## config.mk

```make
export PLATFORM = sky130hd
export DESIGN_NAME = pgwr_axi_wr_port_flat
export DESIGN_NICKNAME = d
export VERILOG_FILES = /design/src/pgwr_cfg_pkg.sv /design/src/pgwr_beat_if.sv /design/src/pgwr_axi_wr_port.sv /design/src/flat_wrapper.sv
export SDC_FILE = /design/constraint.sdc
export NUM_CORES = 1
export LEC_CHECK = 0
export ABC_AREA = 1
export BUFFER_PORTS_ARGS = -buffer_cell sky130_fd_sc_hd__buf_2
export CORE_AREA = 4 4 506 508
export CTS_CLUSTER_SIZE = 40
export DETAILED_ROUTE_END_ITERATION = 16
export DIE_AREA = 0 0 510 512
export GPL_ROUTABILITY_DRIVEN = 0
export HOLD_SLACK_MARGIN = 0.06
export PLACE_DENSITY_LB_ADDON = 0.15
export SYNTH_ARGS = -nofsm -noshare
export SYNTH_HDL_FRONTEND = slang
export SYNTH_SLANG_ARGS = --single-unit
```

## constraint.sdc

```tcl
create_clock -name clk_i -period 2.53 [get_ports clk_i]
set_input_delay 0.253 -clock clk_i [delete_from_list [all_inputs] [get_ports clk_i]]
set_output_delay 0.253 -clock clk_i [all_outputs]
set_load 0.005 [all_outputs]
```

## src/pgwr_cfg_pkg.sv

```systemverilog
// address map, table sizes and bus widths of the page-table write manager
// tables must sit 64-byte aligned; sizes are cut down (16 ATT, 8 list entries)
// lines are written in natural byte order, no endian swap
package pgwr_cfg_pkg;

	typedef logic [63:0]  addr_t; // byte address
	typedef logic [511:0] line_t; // one cache line
	typedef logic [63:0]  strb_t; // byte strobes of a line

	// memory map
	localparam addr_t ATT_BASE  = 64'h0000_0000_8000_0000;
	localparam addr_t LIST_BASE = 64'h0000_0000_8000_1000; // right after the ATT page

	// first physical page handed out by list init
	localparam logic [39:0] PPA_PAGE_BASE = 40'h00_0008_0100;

	// table sizes
	localparam int unsigned ATT_ENTRY_CNT  = 16;
	localparam int unsigned LIST_ENTRY_CNT = 8;

	// line geometry
	localparam int unsigned LINE_BYTES   = 64;
	localparam int unsigned ATT_PER_LINE = 8; // 64-bit ATT entries
	localparam int unsigned LST_PER_LINE = 4; // 128-bit list entries

	// write response side
	localparam int unsigned CNT_W     = 7;     // up to 127 responses outstanding
	localparam logic [1:0]  RESP_OKAY = 2'b00;

endpackage

```

## src/pgwr_beat_if.sv

```systemverilog
// one table write from the sequencer to the AXI port
// addr, data and strb are only sampled in the issue cycle
`timescale 1ns/1ps

interface pgwr_beat_if
	import pgwr_cfg_pkg::*;
();

	logic  issue;    // one-cycle pulse
	addr_t addr;     // line address
	line_t data;
	strb_t strb;
	logic  accepted; // pulse, W handshake done
	logic  drained;  // no response outstanding

	modport seq (
		output issue, addr, data, strb,
		input  accepted, drained
	);

	modport port (
		input  issue, addr, data, strb,
		output accepted, drained
	);

endinterface

```

## src/pgwr_axi_wr_port.sv

```systemverilog
// single-beat AXI writes, AW first then W, one line per write
// bready is assumed always high; responses come back in order
// bus_error is sticky: non-OKAY response or a response with none outstanding
`timescale 1ns/1ps

module pgwr_axi_wr_port
	import pgwr_cfg_pkg::*;
(
	input  logic       clk_i,
	input  logic       rst_ni,
	pgwr_beat_if.port  beat,
	output logic       awvalid,
	input  logic       awready,
	output addr_t      awaddr,
	output logic       wvalid,
	input  logic       wready,
	output line_t      wdata,
	output strb_t      wstrb,
	input  logic       bvalid,
	input  logic [1:0] bresp,
	output logic       bus_error
);

	logic [CNT_W-1:0] pending; // AW accepted, response not yet back
	logic             aw_hs;
	logic             w_hs;
	logic             b_ok;

	assign aw_hs = awvalid && awready;
	assign w_hs  = wvalid && wready;
	assign b_ok  = bvalid && (bresp == RESP_OKAY) && (pending != '0);
	assign beat.drained = (pending == '0);

	always_ff @(posedge clk_i or negedge rst_ni) begin
		if (!rst_ni) begin
			awvalid       <= 1'b0;
			wvalid        <= 1'b0;
			beat.accepted <= 1'b0;
			pending       <= '0;
			bus_error     <= 1'b0;
		end else begin
			if (beat.issue) awvalid <= 1'b1;
			else if (aw_hs) awvalid <= 1'b0;
			if (aw_hs) wvalid <= 1'b1; // W follows the AW handshake
			else if (w_hs) wvalid <= 1'b0;
			beat.accepted <= w_hs;
			case ({aw_hs, b_ok})
				2'b10:   pending <= pending + 1'b1;
				2'b01:   pending <= pending - 1'b1;
				default: ;
			endcase
			if (bvalid && (bresp != RESP_OKAY || pending == '0)) bus_error <= 1'b1;
		end
	end

	// line payload, held until the next issue
	always_ff @(posedge clk_i) begin
		if (beat.issue) begin
			awaddr <= beat.addr;
			wdata  <= beat.data;
			wstrb  <= beat.strb;
		end
	end

	a_aw_hold: assert property (@(posedge clk_i) disable iff (!rst_ni)
		awvalid && !awready |=> awvalid && $stable(awaddr))
		else $error("AW changed while waiting for awready");

	a_w_hold: assert property (@(posedge clk_i) disable iff (!rst_ni)
		wvalid && !wready |=> wvalid && $stable(wdata) && $stable(wstrb))
		else $error("W changed while waiting for wready");

endmodule

```

## src/flat_wrapper.sv

```systemverilog
// flat-port wrapper written by rule: the top's interface ports become plain ports
module pgwr_axi_wr_port_flat import pgwr_cfg_pkg::*;
  (clk_i, rst_ni, awvalid, awready, awaddr, wvalid, wready, wdata, wstrb, bvalid, bresp, bus_error, beat_issue, beat_addr, beat_data, beat_strb, beat_accepted, beat_drained);
  pgwr_beat_if beat_i ();
  input  logic clk_i;
  input  logic rst_ni;
  output logic awvalid;
  input  logic awready;
  output addr_t awaddr;
  output logic wvalid;
  input  logic wready;
  output line_t wdata;
  output strb_t wstrb;
  input  logic bvalid;
  input  logic [1:0] bresp;
  output logic bus_error;
  input wire logic [$bits(beat_i.issue)-1:0] beat_issue;
  input wire logic [$bits(beat_i.addr)-1:0] beat_addr;
  input wire logic [$bits(beat_i.data)-1:0] beat_data;
  input wire logic [$bits(beat_i.strb)-1:0] beat_strb;
  output wire logic [$bits(beat_i.accepted)-1:0] beat_accepted;
  output wire logic [$bits(beat_i.drained)-1:0] beat_drained;
  assign beat_i.issue = beat_issue;
  assign beat_i.addr = beat_addr;
  assign beat_i.data = beat_data;
  assign beat_i.strb = beat_strb;
  assign beat_accepted = beat_i.accepted;
  assign beat_drained = beat_i.drained;
  pgwr_axi_wr_port u_core (.clk_i(clk_i), .rst_ni(rst_ni), .beat(beat_i), .awvalid(awvalid), .awready(awready), .awaddr(awaddr), .wvalid(wvalid), .wready(wready), .wdata(wdata), .wstrb(wstrb), .bvalid(bvalid), .bresp(bresp), .bus_error(bus_error));
endmodule
```

==> results.yml <==
status:
  status: "finished, final reports clean"
worst_setup_path:
  crit_path_start_kind: "register"
  crit_type: "reg2reg"
  endpoint_kind: "register"
  critPathMaxFanout: 7
  cp.arrival_ns: 2.89
  worstPathRequired_ns: 3.12
synth:
  ys_ff_latch: 651
  synth-xor-area-share_pct: 0.131
  synth_area_leaders: "edfxtp_1 (96%), dfrtp_1 (1.4%), nand2_1 (0.65%)"
  postSynthCellCount: 756
  syn_avg_cell_area_um2: 26.6
  synth-adder-area-share_pct: 0.187
  seq_area_frac_synth_pct: 97.0
  netlist_area_um2: 20100
  ys_types: 23
  yosys_warnings: 0
  synth_edf_count: 640
  synthTopCellsByCount: "edfxtp_1 (640), nand2_1 (35), inv_1 (13)"
  yosys.area.top_type: "edfxtp_1"
  synth-compound-area-share_pct: 0.380
  synth.most_common_cell: "edfxtp_1"
  muxShareOfSynthArea_pct: 0
  synth_top_family_by_area: "simple AND/OR/NAND/NOR gates"
  synth_flop_cell: "edfxtp_1"
  synth_nets: 1407
  async_flop_share_pct: 1.69
  synth-simple-area-share_pct: 1.94
  yosys.area.top_type_share_pct: 95.6
global_route:
  grt.total_usage_pct: 10.3
  antenna_found_initial: 77
  first_global_vias: 17800
  grt_overflow_total: 0
  grt_first_pass_wirelength_um: 178000
  grt_start_max_net_pins: 85
sta:
  tightest_slew_ns: 0.651
  finalSetupViolCount: 0
  slew_headroom_pct: 56.5
  max_freq_mhz: 435
  clock_skew_ns: 0.0143
  period_needed_ns: 2.30
  final_max_slew_viol_count: 0
  final_hold_viol_count: 0
  rsz0062_at_grt: "false"
  timing.final.crit_share_pct: 90.8
  whs_ns: 0.254
  finalSetupTns_ns: 0
floorplan:
  fp.dieW_um: 510
  core_area_um2: 251000
  die-area_um2: 261000
  fp.dieH_um: 512
  top_level_ports: 1293
  start_util_pct: 8.00
  fp-row-count: 184
finish:
  regArea_um2: 19500
  drive_above_1_share_pct: 51.2
  fillers: 27900
  fin_nets: 3471
  finalInstanceArea_um2: 40700
  multiInputGateArea_um2: 534
  area_growth_pct: 102
route:
  drcViolationCount: 0
  wl_per_cell_um: 22.5
  drt_iter0_markers: 878
  via_count: 16300
  wl_um: 141000
  via_per_inst: 2.60
  drtPass1Iterations: 4
  ant_nets: 0
cts:
  insertion_delay_ns: 0.70
  cts_max_level: 3
  post_cts_buffers: 0
  path_clk_slew_ns: 0.07
  numCtsBuffers: 91
  clock-sinks: 651
  cts_tree: "done"
  clockBufferDepth: 3
  root_buffer: "clkbuf_16"
pwr:
  finalPower_mw: 30.2
  power_density_nw_per_um2: 743
  p_leak_nw: 16.2
  vdd_ir_drop_max_v: 0.000434
placement:
  post_dp_cell_area_um2: 31100
  dp_hpwl_um: 118000
  port_buffers: 1292
run:
  max_cap_violations: 0
min_path:
  hp-class: "in2reg"
-- what timing repair did --
| item | 4_1_cts | 5_1_grt |
|---|---|---|
| hold buffers | 647 | 0 |
| endpoints found under the hold margin | 668 | 0 |
| resized for setup | 0 | 1 |
| setup endpoints to repair | 0 | 2 |
-- metal layers --
metal  GRT usage [%]  part of all wire [%]
met1            11.3                    38
met2            17.1                    47
met3            5.41                    12
met4            3.21                   3.3
met5           0.722                  0.29
-- report_power, final --
part	internal, mW	switching, mW
combinational	1.78	1.89
sequential	12.9	0.449
clock	7.70	5.53
total	22.3	7.88
-- final timing paths --
check	from	end	slack [ns]	depth (start not counted)
worst max-delay path	u_core.pending[4]	u_core.pending[6]	0.23	15
worst min-delay path	beat_data[107]	u_core.wdata[107]	0.25	2
worst max register to register	u_core.pending[4]	u_core.pending[6]	0.23	15
worst min register to register	u_core.awvalid	u_core.awvalid	0.52	1
max in group asynchronous	rst_ni	u_core.pending[4]	1.35	3
min in group asynchronous	rst_ni	u_core.pending[1]	0.76	3
-- registers in the layout, indices dropped and copies added (netlist names) --
signal / count
u_core.wvalid: 1
u_core.bus_error: 1
u_core.wstrb: 64
u_core.awvalid: 1
u_core.beat.accepted: 1
u_core.wdata: 512
u_core.pending: 7
u_core.awaddr: 64
-- per-stage QoR --
step	setup WS, ns	instances	utilization, %
finish	0.232	6268	16.2
CTS	0.0966	6241	16.2
global route	0.0202	6260	16.2
floorplan	0.415	756	-
global placement	0.136	5428	12.4
detailed placement	0.141	5428	12.4
-- critical path, cell delays in order, from the launching register on --
cell      delay (ns)
dfrtp_1         0.46
nor3_2          0.21
nand3_1         0.14
inv_1           0.09
nor2_1          0.06
ha_1            0.27
inv_8           0.13
nand2_4         0.06
nand2_4         0.07
inv_1           0.04
ha_1            0.16
o21bai_4        0.19
nand3_2         0.10
nand3_1         0.07
nand3_1         0.09
nand2_1         0.05
-- final cells by class --
cell class                      count  area share (%)
Multi-Input combinational cell     88            1.31
Sequential cell                   651            47.9
Timing Repair Buffer             1972            32.7
Inverter                           16           0.166
Clock inverter                     57            1.62
Antenna cell                       27           0.166
Clock buffer                      109            5.77
Tap cell                         3348            10.3
-- cells in the final DEF, fill, tap and decap left out, types with 9 or more instances in the layout --
cell           synthesis  layout
dfrtp_1               11      11
nand2_1               35      35
clkbuf_1               0      18
diode_2                0      27
dlygate4sd3_1          0     647
buf_4                  0      24
buf_12                 0       9
edfxtp_1             640     640
clkinv_1               0      14
clkbuf_16              0      91
inv_1                 13      13
bufinv_16              0      10
buf_2                  0    1291
clkinv_2               0      10
nand3_1               10      10
nand2_4               10      10
-- cells by family (layout without fill, tap and decap cells) --
| group | count (synthesis) | in the layout |
|---|---|---|
| DFF | 651 | 651 |
| and+or+nand+nor | 71 | 71 |
| buffers and inverters | 17 | 2154 |
| AOI/OAI and AO/OA | 11 | 11 |
| adders and majority gates | 3 | 3 |
| xor gates and xnor gates | 3 | 3 |
| other | 0 | 27 |
(Power assumes the default switching activity.)
