`src/pgwr_tbl_pkg.sv`:
```
// table entry formats, list and status codes, command kinds and sequencer steps
// id 0 is null for both ATT ids and list pointers, entries count from 1
package pgwr_tbl_pkg;

	typedef logic [4:0]  att_id_t;  // ATT entry id
	typedef logic [31:0] lst_id_t;  // list pointer
	typedef logic [39:0] way_t;     // page number
	typedef logic [1:0]  list_sel_t;
	typedef logic [1:0]  sts_t;
	typedef logic [1:0]  cmd_kind_t;

	// list codes, only free and uncompressed are handled
	localparam list_sel_t FREE   = 2'd0;
	localparam list_sel_t UNCOMP = 2'd1;

	// ATT status codes
	localparam sts_t DALLOC     = 2'd0;
	localparam sts_t UNCOMP_STS = 2'd1;

	// command kinds
	localparam cmd_kind_t CMD_NONE      = 2'd0;
	localparam cmd_kind_t CMD_ATT_INIT  = 2'd1;
	localparam cmd_kind_t CMD_LIST_INIT = 2'd2;
	localparam cmd_kind_t CMD_UPDATE    = 2'd3;

	// ATT entry, 64 bits; zero-page count above bit 41 is always written 0
	localparam int unsigned ATT_ENTRY_W = 64;
	localparam int unsigned ATT_STS_LSB = 0;
	localparam int unsigned ATT_WAY_LSB = 2;

	// list entry, 128 bits, zero above the way
	localparam int unsigned LST_ENTRY_W  = 128;
	localparam int unsigned LST_NEXT_LSB = 0;
	localparam int unsigned LST_PREV_LSB = 32;
	localparam int unsigned LST_WAY_LSB  = 64;

	// sequencer steps, shared with the line builder
	typedef enum logic [2:0] {
		ST_IDLE,
		ST_INIT_ATT,
		ST_INIT_LIST,
		ST_ATT_UPD,   // allocate ATT entry
		ST_POP,       // unlink head of free list
		ST_PUSH_SELF, // new tail entry
		ST_PUSH_LINK, // old tail points to new tail
		ST_DRAIN      // wait for all responses
	} seq_state_t;

endpackage

```
`src/pgwr_cmd_if.sv`:
```
// command handoff from the intake to the sequencer
// start is a single-cycle pulse, the fields stay valid until the next start
`timescale 1ns/1ps

interface pgwr_cmd_if
	import pgwr_tbl_pkg::*;
();

	logic      start;    // one-cycle pulse
	cmd_kind_t kind;     // still valid at finish
	att_id_t   att_id;
	lst_id_t   tol_id;
	list_sel_t src_list;
	list_sel_t dst_list;
	way_t      way;
	lst_id_t   prev;
	lst_id_t   next;
	logic      idle;     // level
	logic      finish;   // one-cycle pulse

	modport intake (
		output start, kind, att_id, tol_id, src_list, dst_list, way, prev, next,
		input  idle, finish
	);

	modport seq (
		input  start, kind, att_id, tol_id, src_list, dst_list, way, prev, next,
		output idle, finish
	);

endinterface

```
`src/pgwr_cmd_intake.sv`:
```
// request arbitration: ATT init over list init over table update
// init requests are levels, each runs once; an update pulse while busy is dropped
`timescale 1ns/1ps

module pgwr_cmd_intake
	import pgwr_tbl_pkg::*;
(
	input  logic       clk_i,
	input  logic       rst_ni,
	input  logic       init_att,
	input  logic       init_list,
	input  logic       tbl_update,
	input  att_id_t    att_entry_id,
	input  lst_id_t    tol_entry_id,
	input  list_sel_t  src_list,
	input  list_sel_t  dst_list,
	input  way_t       lst_way,
	input  lst_id_t    lst_prev,
	input  lst_id_t    lst_next,
	output logic       init_att_done,
	output logic       init_list_done,
	pgwr_cmd_if.intake cmd
);

	logic att_req;   // ATT init still pending
	logic list_req;  // list init still pending
	logic can_start; // sequencer idle, nothing launched yet
	logic upd_take;

	assign att_req   = init_att && !init_att_done;
	assign list_req  = init_list && !init_list_done;
	assign can_start = cmd.idle && !cmd.start; // idle drops one cycle after start
	assign upd_take  = can_start && !att_req && !list_req && tbl_update;

	always_ff @(posedge clk_i or negedge rst_ni) begin
		if (!rst_ni) begin
			cmd.start      <= 1'b0;
			cmd.kind       <= CMD_NONE;
			init_att_done  <= 1'b0;
			init_list_done <= 1'b0;
		end else begin
			cmd.start <= can_start && (att_req || list_req || tbl_update);
			if (can_start && att_req) begin
				cmd.kind <= CMD_ATT_INIT;
			end else if (can_start && list_req) begin
				cmd.kind <= CMD_LIST_INIT;
			end else if (upd_take) begin
				cmd.kind <= CMD_UPDATE;
			end
			if (cmd.finish && cmd.kind == CMD_ATT_INIT) init_att_done <= 1'b1; // sticky
			if (cmd.finish && cmd.kind == CMD_LIST_INIT) init_list_done <= 1'b1;
		end
	end

	// update fields, held for the whole command
	always_ff @(posedge clk_i) begin
		if (upd_take) begin
			cmd.att_id   <= att_entry_id;
			cmd.tol_id   <= tol_entry_id;
			cmd.src_list <= src_list;
			cmd.dst_list <= dst_list;
			cmd.way      <= lst_way;
			cmd.prev     <= lst_prev;
			cmd.next     <= lst_next;
		end
	end

endmodule

```
`src/flat_wrapper.sv`:
```
// flat-port wrapper written by rule: the top's interface ports become plain ports
module pgwr_cmd_intake_flat import pgwr_tbl_pkg::*;
  (clk_i, rst_ni, init_att, init_list, tbl_update, att_entry_id, tol_entry_id, src_list, dst_list, lst_way, lst_prev, lst_next, init_att_done, init_list_done, cmd_start, cmd_kind, cmd_att_id, cmd_tol_id, cmd_src_list, cmd_dst_list, cmd_way, cmd_prev, cmd_next, cmd_idle, cmd_finish);
  pgwr_cmd_if cmd_i ();
  input  logic clk_i;
  input  logic rst_ni;
  input  logic init_att;
  input  logic init_list;
  input  logic tbl_update;
  input  att_id_t att_entry_id;
  input  lst_id_t tol_entry_id;
  input  list_sel_t src_list;
  input  list_sel_t dst_list;
  input  way_t lst_way;
  input  lst_id_t lst_prev;
  input  lst_id_t lst_next;
  output logic init_att_done;
  output logic init_list_done;
  output wire logic [$bits(cmd_i.start)-1:0] cmd_start;
  output wire logic [$bits(cmd_i.kind)-1:0] cmd_kind;
  output wire logic [$bits(cmd_i.att_id)-1:0] cmd_att_id;
  output wire logic [$bits(cmd_i.tol_id)-1:0] cmd_tol_id;
  output wire logic [$bits(cmd_i.src_list)-1:0] cmd_src_list;
  output wire logic [$bits(cmd_i.dst_list)-1:0] cmd_dst_list;
  output wire logic [$bits(cmd_i.way)-1:0] cmd_way;
  output wire logic [$bits(cmd_i.prev)-1:0] cmd_prev;
  output wire logic [$bits(cmd_i.next)-1:0] cmd_next;
  input wire logic [$bits(cmd_i.idle)-1:0] cmd_idle;
  input wire logic [$bits(cmd_i.finish)-1:0] cmd_finish;
  assign cmd_start = cmd_i.start;
  assign cmd_kind = cmd_i.kind;
  assign cmd_att_id = cmd_i.att_id;
  assign cmd_tol_id = cmd_i.tol_id;
  assign cmd_src_list = cmd_i.src_list;
  assign cmd_dst_list = cmd_i.dst_list;
  assign cmd_way = cmd_i.way;
  assign cmd_prev = cmd_i.prev;
  assign cmd_next = cmd_i.next;
  assign cmd_i.idle = cmd_idle;
  assign cmd_i.finish = cmd_finish;
  pgwr_cmd_intake u_core (.clk_i(clk_i), .rst_ni(rst_ni), .init_att(init_att), .init_list(init_list), .tbl_update(tbl_update), .att_entry_id(att_entry_id), .tol_entry_id(tol_entry_id), .src_list(src_list), .dst_list(dst_list), .lst_way(lst_way), .lst_prev(lst_prev), .lst_next(lst_next), .init_att_done(init_att_done), .init_list_done(init_list_done), .cmd(cmd_i));
endmodule
```
`config.mk`:
```
export PLATFORM = sky130hd
export DESIGN_NAME = pgwr_cmd_intake_flat
export DESIGN_NICKNAME = d
export VERILOG_FILES = /design/src/pgwr_tbl_pkg.sv /design/src/pgwr_cmd_if.sv /design/src/pgwr_cmd_intake.sv /design/src/flat_wrapper.sv
export SDC_FILE = /design/constraint.sdc
export NUM_CORES = 1
export LEC_CHECK = 0
export ABC_AREA = 0
export ABC_CLOCK_PERIOD_IN_PS = 15700
export BUFFER_PORTS_ARGS = -buffer_cell sky130_fd_sc_hd__buf_4
export CAP_MARGIN = 20
export CORE_MARGIN = 8
export CORE_UTILIZATION = 41
export DETAILED_ROUTE_END_ITERATION = 10
export PLACE_DENSITY = 0.9
export SYNTH_ARGS = -nofsm -noshare
export SYNTH_HDL_FRONTEND = slang
export SYNTH_SLANG_ARGS = --single-unit
export TNS_END_PERCENT = 1
```
`constraint.sdc`:
```
create_clock -name clk_i -period 15.7 [get_ports clk_i]
set_input_delay 0.785 -clock clk_i [delete_from_list [all_inputs] [get_ports clk_i]]
set_output_delay 0.785 -clock clk_i [all_outputs]
set_load 0.02 [all_outputs]
```
==> impl_metrics.csv <==
group,metric,value,unit
floorplan,start_util,42.3,%
critical_path,crit_chain,"nor2b_4 > nand2_1 > nor3_2 > buf_4",
cells_and_area,multi_input_area,126,µm²
cells_and_area,layout.nets,640,
clock_network,cts-buffers-inserted,17,
clock_network,cts_tree,"yes",
timing,tightest_slew,913,ps
flow_run,max-cap-violations,0,
place,io_buffers,301,
timing,period_minus_slack,2030,ps
power,power.density,126,mW/mm²
synthesis,ys_types,15,
synthesis,synth_top_area_share,94.6,%
power,p_leak,3.17,nW
routing,vias,2882,
critical_path,worstSetupStartpointType,"flop",
routing,first_iter_violations,196,
place,place.gp.congestion,0.768,
synthesis,netlist_instances,166,
cells_and_area,syn_to_final_growth,65.4,%
synthesis,synthesis.area,0.00460,mm²
floorplan,num_io_pins,302,
critical_path,cp_max_fo,74,
timing,setup_viol_count_final,0,
critical_path,crit_required,15820,ps
critical_path,crit_path_top_delay_cell,"buf_4",
routing,route.detailed.drc,0,
critical_path,worstSetupPathType,"flop to flop",
cells_and_area,fillers,699,
power,vdd_drop_max,0.0000806,V
global_routing,antenna_found_initial,0,
critical_path,end_kind,"flop",
critical_path,crit_arrival,2150,ps
critical_path,worst-path-stages,4,
global_routing,grt_pass1_vias,3214,
global_routing,grtUsageTotal,17.8,%
timing,slew_viol_final,0,
clock_network,clockBufferDepth,2,
clock_network,cts.sinks,150,
routing,first_pass_iters,4,
floorplan,rows,38,
clock_network,cts_setup_buffers,0,
synthesis,avgSynthCellArea,27.7,µm²
routing,wirelength,13.8,mm
critical_path,rr_worst_depth,4,
power,p_total,0.000957,W
critical_path,critPathTopFamily,"buffers and inverters",
synthesis,ys_warn_count,0,
timing,fmax,493,MHz
routing,final_antenna_net_count,0,
floorplan,die_x,122,µm
synthesis,ys_ff_latch,150,
timing,rsz0062_at_grt,"no",
synthesis,syn_nets,318,
global_routing,grt_pass1_wl,19.2,mm
floorplan,dieArea,0.0149,mm²
clock_network,clock_latency,500,ps
cells_and_area,antenna_cells,0,
routing,avgViaCountPerCell,4.50,
floorplan,coreArea,0.0109,mm²
clock_network,root_buffer,"clkbuf_8",
routing,wire_per_inst,21.5,µm
synthesis,yosysSeqAreaShare,97.3,%
timing,hold_violations,0,
timing,final.setup_skew,7.66,ps
clock_network,hold_buffers,0,
synthesis,netlist.top_cell.by_area,"edfxtp_1",
clock_network,clkTransAtPathRegs,60,ps
clock_network,cts_resized,0,
critical_path,path_buf_inv,1,
global_routing,grt.overflow.total,0,
timing,finalCritPeriodShare,12.9,%
place,post-dp-hpwl,11.1,mm
min_path,hold_class,"primary input to asynchronous set/reset pin",
global_routing,grt_max_degree,75,
floorplan,die_h,122,µm
synthesis,ys_top_cells_by_area,"edfxtp_1 (95%), dfrtp_1 (2.7%), nor2b_4 (0.60%)",
cells_and_area,seq_area,0.00448,mm²
outcome,status,"finished clean",
timing,tns,0,ps
cells_and_area,drive_gt1_share,67.7,%
clock_network,htree_levels,4,
timing,slew-limit-headroom,39.2,%
critical_path,slowest_delay,720,ps
-- area by class of cell --
cell class | count | share of cell area, %
timing repair buffer | 303 | 29.9
clock buffer | 20 | 5.59
sequential | 150 | 58.8
inverter | 1 | 0.0493
clock inverter | 12 | 1.69
tap | 140 | 2.30
multi-input combinational | 15 | 1.66
-- registers in the layout, indices dropped and copies added (netlist names), 2 cells and up --
register and count:
u_core.cmd.tol_id 32, u_core.cmd.dst_list 2, u_core.cmd.kind 2, u_core.cmd.way 40, u_core.cmd.prev 32, u_core.cmd.src_list 2
u_core.cmd.next 32, u_core.cmd.att_id 5
-- final timing paths --
check	from	to	slack, ps
setup / recovery	u_core.cmd.start	u_core.cmd.tol_id[27]	13670
hold / removal	rst_ni	u_core.cmd.start	70
setup reg to reg	u_core.cmd.start	u_core.cmd.tol_id[27]	13670
hold reg to reg	u_core.init_att_done	u_core.init_att_done	530
max in group asynchronous	rst_ni	u_core.cmd.kind[1]	15520
min in group clk_i	lst_prev[20]	u_core.cmd.prev[20]	450
-- report_power, final --
part	switching, W	internal (W)	leakage (nW)
clock	0.000149	0.000226	0.255
sequential	0.00000989	0.000466	1.40
combinational	0.0000553	0.0000520	1.51
total	0.000214	0.000744	3.17
-- placed cells by master, fill, tap and decap left out --
| master | count |
|---|---|
| buf_4 | 303 |
| edfxtp_1 | 145 |
| clkbuf_16 | 16 |
| clkinvlp_4 | 5 |
| dfrtp_1 | 5 |
| clkbuf_1 | 3 |
| nor2b_4 | 2 |
| nand2_1 | 2 |
| nor3_2 | 2 |
| nor2_1 | 2 |
| clkinv_2 | 2 |
| inv_6 | 2 |
| bufinv_16 | 2 |
| nor2b_2 | 1 |
| o31a_1 | 1 |
| a21oi_2 | 1 |
| o22a_1 | 1 |
| inv_1 | 1 |
| a31o_2 | 1 |
| o21bai_1 | 1 |
| a211oi_2 | 1 |
| clkbuf_8 | 1 |
| clkinv_1 | 1 |
-- through the flow --
| step | setup WS (ps) | std cells | hold WS, ps | util (%) | cell area (µm²) |
|---|---|---|---|---|---|
| floorplan | 4060 | 166 | 489 | - | 4600 |
| global placement | 13290 | 609 | 505 | 64.8 | 7060 |
| detailed placement | 13210 | 609 | 525 | 64.8 | 7060 |
| CTS | 13670 | 641 | 42.1 | 69.9 | 7610 |
| global route | 13520 | 641 | 31.3 | 69.9 | 7610 |
| finish | 13670 | 641 | 71.6 | 69.9 | 7610 |
-- routing by layer --
| metal | wire length, µm | vias up | track usage [%] |
|---|---|---|---|
| met1 | 4270 | 1363 | 16.6 |
| met5 | 0 | - | 0 |
| met2 | 7510 | 192 | 32.2 |
| li1 | - | 1316 | - |
| met3 | 1870 | 11 | 10.4 |
| met4 | 141 | 0 | 5.24 |
-- cell families after synthesis --
kind of cell | share of synthesized area, %
and+or+nand+nor | 1.44
DFF | 97.3
AOI/OAI and AO/OA | 1.20
buffers and inverters | 0.0814
-- cells in the mapped netlist, drive strengths merged --
master and instances:
edfxtp 145, dfrtp 5, nor2b 3, nand2 2, nor2 2, nor3 2
a211oi 1, a21oi 1, a31o 1, inv 1, o21bai 1, o22a 1
o31a 1
Power figures use the tool's default switching activity.
